<file path="config.mk">
export PLATFORM = sky130hd
export DESIGN_NAME = gpio_top
export DESIGN_NICKNAME = d
export VERILOG_FILES = /design/src/source/gpio_pkg.sv /design/src/source/gpio_reg_file.sv /design/src/source/gpio_pin_ctrl.sv /design/src/source/gpio_top.sv
export SDC_FILE = /design/constraint.sdc
export NUM_CORES = 1
export LEC_CHECK = 0
export ABC_AREA = 1
export BUFFER_PORTS_ARGS = -buffer_cell sky130_fd_sc_hd__buf_2
export CAP_MARGIN = 30
export CORE_MARGIN = 2
export CORE_UTILIZATION = 40
export CTS_BUF_LIST = sky130_fd_sc_hd__clkbuf_4 sky130_fd_sc_hd__clkbuf_8 sky130_fd_sc_hd__clkbuf_16
export DETAILED_ROUTE_END_ITERATION = 10
export GPL_ROUTABILITY_DRIVEN = 0
export PLACE_DENSITY = 0.64
export SLEW_MARGIN = 20
export SYNTH_ARGS = -nofsm -noshare
export SYNTH_HDL_FRONTEND = slang
export SYNTH_SLANG_ARGS = --single-unit
</file>
<file path="constraint.sdc">
create_clock -name clk_i -period 4.1 [get_ports clk_i]
set_input_delay 0.41 -clock clk_i [delete_from_list [all_inputs] [get_ports clk_i]]
set_output_delay 0.41 -clock clk_i [all_outputs]
set_load 0.05 [all_outputs]
</file>
<file path="src/source/gpio_pkg.sv">
// GPIO shared definitions
package gpio_pkg;

  //////////////////////////////
  // Sizes
  //////////////////////////////

  localparam int unsigned gpio_count = 16; // Pins on the block
  localparam int unsigned data_width = 32; // OBI data bus
  localparam int unsigned addr_width = 32; // OBI address bus
  localparam int unsigned id_width   = 4;  // Transaction id

  //////////////////////////////
  // Register map
  //////////////////////////////

  // Byte offsets, one word each
  localparam logic [addr_width-1:0] dir_offset           = 32'h00;
  localparam logic [addr_width-1:0] en_offset            = 32'h04;
  localparam logic [addr_width-1:0] in_offset            = 32'h08; // Read only
  localparam logic [addr_width-1:0] out_offset           = 32'h0C;
  localparam logic [addr_width-1:0] toggle_offset        = 32'h10; // Write strobe, reads 0
  localparam logic [addr_width-1:0] intrpt_en_offset     = 32'h14;
  localparam logic [addr_width-1:0] intrpt_status_offset = 32'h18; // Clear on read
  localparam logic [addr_width-1:0] intrpt_edge_offset   = 32'h1C;

  localparam logic [data_width-1:0] unmapped_rdata = 32'hBADCAB1E; // Unmapped read pattern

  //////////////////////////////
  // Bus and per-pin types
  //////////////////////////////

  typedef struct packed {
    logic                    req;   // Request valid
    logic                    we;    // Write enable
    logic [data_width/8-1:0] be;    // Byte enables
    logic [addr_width-1:0]   addr;  // Byte address
    logic [data_width-1:0]   wdata;
    logic [id_width-1:0]     aid;   // Returned as rid
  } obi_req_t;

  typedef struct packed {
    logic                  gnt;    // Same cycle as req
    logic                  rvalid; // One cycle after grant
    logic [data_width-1:0] rdata;
    logic [id_width-1:0]   rid;
    logic                  err;
  } obi_rsp_t;

  // Register state seen by one pin
  typedef struct packed {
    logic dir;
    logic en;
    logic out;
    logic toggle;      // One-cycle strobe
    logic intrpt_en;
    logic intrpt_edge; // 1 rising edge, 0 high level
  } gpio_reg2hw_t;

  // Hardware updates from one pin
  typedef struct packed {
    logic sync_in;      // Synchronized, masked by en
    logic out;          // Toggled output value
    logic out_valid;
    logic intrpt;       // Interrupt condition
    logic intrpt_valid;
  } gpio_hw2reg_t;

endpackage

</file>
<file path="src/source/gpio_reg_file.sv">
// GPIO register bank
module gpio_reg_file (
  input  logic                                              clk_i,
  input  logic                                              rst_i,
  input  gpio_pkg::obi_req_t                                obi_req_i,
  output gpio_pkg::obi_rsp_t                                obi_rsp_o,
  output gpio_pkg::gpio_reg2hw_t [gpio_pkg::gpio_count-1:0] reg2hw_o,
  input  gpio_pkg::gpio_hw2reg_t [gpio_pkg::gpio_count-1:0] hw2reg_i,
  output logic                                              irq_o
);
  import gpio_pkg::*;

  // Stored registers, toggle is only a strobe
  typedef struct packed {
    logic [gpio_count-1:0] dir;
    logic [gpio_count-1:0] en;
    logic [gpio_count-1:0] in;
    logic [gpio_count-1:0] out;
    logic [gpio_count-1:0] intrpt_en;
    logic [gpio_count-1:0] intrpt;      // Status
    logic [gpio_count-1:0] intrpt_edge;
  } gpio_regs_t;

  // Request fields carried into the response phase
  typedef struct packed {
    logic                  we;
    logic [addr_width-1:0] addr;
    logic [id_width-1:0]   id;
  } rsp_phase_t;

  // Byte-masked field update
  function automatic logic [gpio_count-1:0] merge_bits(
    input logic [gpio_count-1:0] old_val,
    input logic [gpio_count-1:0] new_val,
    input logic [gpio_count-1:0] mask
  );
    return (old_val & ~mask) | (new_val & mask);
  endfunction

  logic                  valid_q;        // Response pending
  logic                  w_err_d, w_err_q;
  rsp_phase_t            rsp_q;
  logic                  wr_req, rd_req;
  logic [gpio_count-1:0] wr_mask, wr_data;
  logic [gpio_count-1:0] toggle_strobe;
  logic [gpio_count-1:0] new_intrpt;     // Reported this cycle
  logic [data_width-1:0] rdata;
  logic                  rd_err;
  gpio_regs_t            reg_d, reg_q;
  gpio_regs_t            hw_reg;         // Registers after hardware updates

  //////////////////////////////
  // Bus phases
  //////////////////////////////

  assign wr_req  = obi_req_i.req & obi_req_i.we;  // Request phase
  assign rd_req  = valid_q & ~rsp_q.we;           // Response phase
  assign wr_data = obi_req_i.wdata[gpio_count-1:0];

  // Expand byte enables to pin bits
  always_comb begin
    for (int i = 0; i < gpio_count; i++) begin
      wr_mask[i] = obi_req_i.be[i/8];
    end
  end

  always_ff @(posedge clk_i) begin
    if (rst_i) begin
      valid_q <= 1'b0;
      w_err_q <= 1'b0;
    end else begin
      valid_q <= obi_req_i.req;
      w_err_q <= w_err_d;
    end
  end

  // Payload only, qualified by valid_q
  always_ff @(posedge clk_i) begin
    if (obi_req_i.req) begin
      rsp_q <= '{we: obi_req_i.we, addr: obi_req_i.addr, id: obi_req_i.aid};
    end
  end

  always_comb begin
    obi_rsp_o        = '0;
    obi_rsp_o.gnt    = obi_req_i.req;  // No back-pressure
    obi_rsp_o.rvalid = valid_q;
    obi_rsp_o.rdata  = rdata;
    obi_rsp_o.rid    = rsp_q.id;
    obi_rsp_o.err    = w_err_q | rd_err;
  end

  //////////////////////////////
  // Hardware side
  //////////////////////////////

  assign toggle_strobe = (wr_req && obi_req_i.addr == toggle_offset) ? (wr_mask & wr_data)
                                                                      : '0;

  always_comb begin
    for (int i = 0; i < gpio_count; i++) begin
      reg2hw_o[i].dir         = reg_q.dir[i];
      reg2hw_o[i].en          = reg_q.en[i];
      reg2hw_o[i].out         = reg_q.out[i];
      reg2hw_o[i].toggle      = toggle_strobe[i];
      reg2hw_o[i].intrpt_en   = reg_q.intrpt_en[i];
      reg2hw_o[i].intrpt_edge = reg_q.intrpt_edge[i];
    end
  end

  // Merge pin updates every cycle
  always_comb begin
    hw_reg = reg_q;
    for (int i = 0; i < gpio_count; i++) begin
      hw_reg.in[i]  = hw2reg_i[i].sync_in;
      if (hw2reg_i[i].out_valid) begin
        hw_reg.out[i] = hw2reg_i[i].out;  // Toggle result
      end
      new_intrpt[i] = hw2reg_i[i].intrpt_valid & hw2reg_i[i].intrpt;
    end
    hw_reg.intrpt = reg_q.intrpt | new_intrpt;  // Hardware only sets
  end

  //////////////////////////////
  // Write and read decode
  //////////////////////////////

  always_comb begin
    reg_d   = hw_reg;
    w_err_d = 1'b0;
    rdata   = '0;
    rd_err  = 1'b0;

    if (wr_req) begin
      case (obi_req_i.addr)
        dir_offset:         reg_d.dir         = merge_bits(hw_reg.dir, wr_data, wr_mask);
        en_offset:          reg_d.en          = merge_bits(hw_reg.en, wr_data, wr_mask);
        out_offset:         reg_d.out         = merge_bits(hw_reg.out, wr_data, wr_mask);
        toggle_offset:      ;                                 // Strobe only
        intrpt_en_offset:   reg_d.intrpt_en   = merge_bits(hw_reg.intrpt_en, wr_data, wr_mask);
        intrpt_edge_offset: reg_d.intrpt_edge = merge_bits(hw_reg.intrpt_edge, wr_data, wr_mask);
        default:            w_err_d           = 1'b1;         // Read only or unmapped
      endcase
    end

    if (rd_req) begin
      case (rsp_q.addr)
        dir_offset:         rdata = data_width'(reg_q.dir);
        en_offset:          rdata = data_width'(reg_q.en);
        in_offset:          rdata = data_width'(reg_q.in);
        out_offset:         rdata = data_width'(reg_q.out);
        toggle_offset:      rdata = '0;
        intrpt_en_offset:   rdata = data_width'(reg_q.intrpt_en);
        intrpt_status_offset: begin
          rdata        = data_width'(reg_q.intrpt);
          reg_d.intrpt = new_intrpt;  // Clear, keep fresh reports
        end
        intrpt_edge_offset: rdata = data_width'(reg_q.intrpt_edge);
        default: begin
          rdata  = unmapped_rdata;
          rd_err = 1'b1;
        end
      endcase
    end
  end

  always_ff @(posedge clk_i) begin
    if (rst_i) begin
      reg_q <= '0;
    end else begin
      reg_q <= reg_d;
    end
  end

  assign irq_o = |reg_q.intrpt;  // Straight from status

endmodule

</file>
<file path="src/source/gpio_pin_ctrl.sv">
// GPIO pin controller
module gpio_pin_ctrl (
  input  logic                                              clk_i,
  input  logic                                              rst_i,
  input  gpio_pkg::gpio_reg2hw_t [gpio_pkg::gpio_count-1:0] reg2hw_i,
  output gpio_pkg::gpio_hw2reg_t [gpio_pkg::gpio_count-1:0] hw2reg_o,
  input  logic [gpio_pkg::gpio_count-1:0]                   gpio_i,
  output logic [gpio_pkg::gpio_count-1:0]                   gpio_o,
  output logic [gpio_pkg::gpio_count-1:0]                   gpio_oe_o
);
  import gpio_pkg::*;

  // Input chain for all pins
  typedef struct packed {
    logic [gpio_count-1:0] meta;  // First flop, may go metastable
    logic [gpio_count-1:0] sync;  // Second flop, safe to use
    logic [gpio_count-1:0] prev;  // Sync delayed once, for edges
  } sync_chain_t;

  sync_chain_t           sync_q;
  logic [gpio_count-1:0] rise;        // Rising edge of sync
  logic [gpio_count-1:0] intrpt_cond; // Edge or level hit
  logic [gpio_count-1:0] intrpt_arm;  // en and intrpt_en

  //////////////////////////////
  // Input synchronizer
  //////////////////////////////

  // Reset keeps prev low so no false edge
  always_ff @(posedge clk_i) begin
    if (rst_i) begin
      sync_q <= '0;
    end else begin
      sync_q.meta <= gpio_i;
      sync_q.sync <= sync_q.meta;
      sync_q.prev <= sync_q.sync;
    end
  end

  assign rise = sync_q.sync & ~sync_q.prev;

  //////////////////////////////
  // Per-pin logic
  //////////////////////////////

  always_comb begin
    for (int i = 0; i < gpio_count; i++) begin
      intrpt_arm[i]  = reg2hw_i[i].en & reg2hw_i[i].intrpt_en;
      // Edge mode looks for 0 to 1, level mode for any high cycle
      intrpt_cond[i] = reg2hw_i[i].intrpt_edge ? rise[i] : sync_q.sync[i];
    end
  end

  always_comb begin
    for (int i = 0; i < gpio_count; i++) begin
      hw2reg_o[i].sync_in      = sync_q.sync[i] & reg2hw_i[i].en;  // Disabled reads 0
      hw2reg_o[i].out          = ~reg2hw_i[i].out;                 // Toggled value
      hw2reg_o[i].out_valid    = reg2hw_i[i].toggle;               // Only when strobed
      hw2reg_o[i].intrpt       = intrpt_cond[i];                   // Edge or level seen
      hw2reg_o[i].intrpt_valid = intrpt_arm[i];                    // Pin may interrupt
    end
  end

  //////////////////////////////
  // Pad drive
  //////////////////////////////

  always_comb begin
    for (int i = 0; i < gpio_count; i++) begin
      gpio_oe_o[i] = reg2hw_i[i].dir & reg2hw_i[i].en;
      gpio_o[i]    = reg2hw_i[i].out & reg2hw_i[i].en;  // Low on disabled pins
    end
  end

endmodule

</file>
<file path="src/source/gpio_top.sv">
// GPIO block top level
module gpio_top (
  input  logic                            clk_i,
  input  logic                            rst_i,
  input  gpio_pkg::obi_req_t              obi_req_i,
  output gpio_pkg::obi_rsp_t              obi_rsp_o,
  input  logic [gpio_pkg::gpio_count-1:0] gpio_i,
  output logic [gpio_pkg::gpio_count-1:0] gpio_o,
  output logic [gpio_pkg::gpio_count-1:0] gpio_oe_o,
  output logic                            irq_o
);
  import gpio_pkg::*;

  // Register to pin traffic, one entry per pin
  gpio_reg2hw_t [gpio_count-1:0] reg2hw;
  gpio_hw2reg_t [gpio_count-1:0] hw2reg;

  //////////////////////////////
  // Bus side
  //////////////////////////////

  gpio_reg_file i_reg_file (
    .clk_i     (clk_i),
    .rst_i     (rst_i),
    .obi_req_i (obi_req_i),
    .obi_rsp_o (obi_rsp_o),
    .reg2hw_o  (reg2hw),
    .hw2reg_i  (hw2reg),
    .irq_o     (irq_o)      // OR of status
  );

  //////////////////////////////
  // Pad side
  //////////////////////////////

  gpio_pin_ctrl i_pin_ctrl (
    .clk_i     (clk_i),
    .rst_i     (rst_i),
    .reg2hw_i  (reg2hw),
    .hw2reg_o  (hw2reg),
    .gpio_i    (gpio_i),    // Raw pad inputs
    .gpio_o    (gpio_o),
    .gpio_oe_o (gpio_oe_o)
  );

endmodule

</file>
==> results.cfg <==
[timing]
finalClockSkew_ns = 0.01271
relSlewSlack = 0.4154
tightest_slew_ns = 0.8769
fmax_ghz = 0.2878
final_max_slew_viol_count = 0
min_period_over_period = 0.8476
rsz0062_at_grt = no
hold_viol_final = 0
fin_crit_ns = 3.475
finalSetupViolations = 0
tns_ns = 0

[pwr]
finalPower_mw = 4.037
power_frac_seq = 0.510
leakage_nw = 4.751
p_sw_mw = 0.9969
intPower_mw = 3.040
netSwitchingFraction = 0.2470
combPwrFrac = 0.061
p_per_area_mw_per_mm2 = 388.6
ir_worst_vdd_mv = 0.2498
pwr-share-clk = 0.429

[route]
drt-total-wl_mm = 25.86
routedWlPerCell_um = 15.33
drt_iter0_drc = 700
first_pass_iters = 5
vias_per_cell = 4.887
drtAntennaViolNets = 0
via_count = 8245
route.detailed.drc = 0

[global_route]
grt-ovfl-total = 0
antenna_found_initial = 2
grt_max_degree = 84
grt_pass1_wl_mm = 40.81
grt_pass1_vias = 7599
gr-usage-all-layers = 0.2220

[placed_design]
place_hpwl_mm = 18.46
port_buffers = 139
dp.cells = 1653
dpl_cell_area_mm2 = 0.009777

[setup_path]
crit_type = reg -> out
crit_fanout = 11
startpoint_type = flip-flop
cp.arrival_ns = 3.06
crit_required_ns = 3.69
cp-end-kind = output port

[floorplan]
start_util = 0.4101
die_h_um = 154.0
fp.dieW_um = 154.0
core_mm2 = 0.02196
io_pins = 164
dieArea_mm2 = 0.02373
row_count = 54

[clocking]
clockRootBuffer = clkbuf_16
htree_levels = 4
cts_resized = 0
cts_buffer_depth = 2
cts_buffers = 17
hold_buffers = 0
worstSkewPairLatency_ns = 0.44
cts_tree = built
path_clk_slew_ns = 0.08
cts_setup_buffers = 0
cts.sinks = 199

[synth]
synth_warnings = 0
yosys.area.top_type = dfxtp_1
syn_area_mm2 = 0.009005
yosysSeqAreaShare = 0.4835
syn_inst = 1281
ys_types = 32
synthTopCellsByArea = dfxtp_1, nand2_1, edfxtp_1, nor2_1, inv_1
ys_ff_latch = 199
synth_top_area_frac = 0.3602
syn_avg_cell_area_um2 = 7.030

[layout]
drive_above_1_share = 0.1530
n_fill_cell = 2203
final_area_mm2 = 0.01039
layout_common_cells = nand2_1, nor2_1, dfxtp_1, inv_1, buf_2
final_cell_count_no_fill = 1687
final_common_cell = nand2_1
final_nets = 1484
area_growth_pct = 15.35
fin_util = 0.4730

[flow_run]
drv_cap = 0

[worst_hold_path]
min_path_type = in -> reg

[run_status]
status = finished, final reports clean
## stage by stage
stage	hold WS (ns)	setup WS (ns)
finish	0.1356	0.6250
CTS	0.1222	0.6158
global route	0.1292	0.3827
floorplan	0.3883	1.391
global placement	0.3894	1.099
detailed placement	0.3916	1.097
## final cells by class
type	instances	area, um^2	share of cell area
Sequential cell	199	4354	0.4192
Multi-Input combinational cell	881	3777	0.3636
Timing Repair Buffer	144	735.7	0.07083
Inverter	149	559.3	0.05384
Clock buffer	19	440.4	0.04240
Tap cell	280	350.3	0.03373
Clock inverter	13	165.2	0.01590
Antenna cell	2	5.005	0.0004818
## layer usage
metal,vias to the layer above,wire length [um],global-route usage
met5,-,0,0
met4,0,715,0.08856
met3,43,1602,0.02706
met2,318,11750,0.3519
met1,3717,11800,0.3090
li1,4167,-,-
## Yosys cell counts
cell and number:
a21o_1 1, edfxtp_1 37, nand3b_1 1, o21ai_1 10, clkbuf_1 24, conb_1 1, buf_2 5, buf_4 24
clkinv_1 2, nor3b_1 2, nor3_1 8, nor2_2 10, a21oi_1 98, inv_2 7, nor2_1 244, nor3_2 1
nand3_1 50, inv_1 140, buf_6 3, and2_1 1, o21ai_0 45, nand2_1 374, nor2_8 1, nand2b_1 1
nand3_2 2, buf_1 1, o21bai_1 1, dfxtp_1 162, nor4_1 4, nand2_2 6, nand4_1 3, nor2_4 12
## logic make-up after synthesis
group                  share of synthesized area
and+or+nand+nor                           0.3303
buffers and inverters                    0.09907
DFF                                       0.4835
AOI/OAI and AO/OA                        0.08670
other                                  0.0004164
## path summary, 6_finish.rpt
path / start / end / slack, ns / cells past startpoint
max: i_reg_file.rsp_q[25]$_DFFE_PP_ / obi_rsp_o[7] / 0.63 / 12
min: obi_req_i[3] / i_reg_file.obi_rsp_o[4]$_DFFE_PP_ / 0.14 / 1
max reg2reg: i_reg_file.rsp_q[17]$_DFFE_PP_ / i_reg_file.reg_q[30]$_SDFF_PP0_ / 1.88 / 8
min reg2reg: i_pin_ctrl.sync_q[33]$_SDFF_PP0_ / i_pin_ctrl.sync_q[17]$_SDFF_PP0_ / 0.40 / 2
## power groups by stage
stage               Sequential [mW]  Combinational (mW)  Clock, mW
floorplan                      2.10               0.171          0
global placement               2.10               0.245          0
detailed placement             2.10               0.248          0
CTS                            2.06               0.248       1.75
global route                   2.06               0.274       1.83
finish                         2.06               0.248       1.73
## worst max-delay path, cell delays in order, from the launching register on
cell	delay, ns
edfxtp_1	0.36
nor2_1	0.11
nand2_1	0.08
nor2_2	0.22
nand2_1	0.47
nor2_4	0.56
nand2_1	0.10
nand2_1	0.09
nor2_1	0.06
nand2_1	0.06
nor2_1	0.03
nor2_1	0.19
buf_2	0.30
No activity file was read; power rests on OpenSTA's default activity.
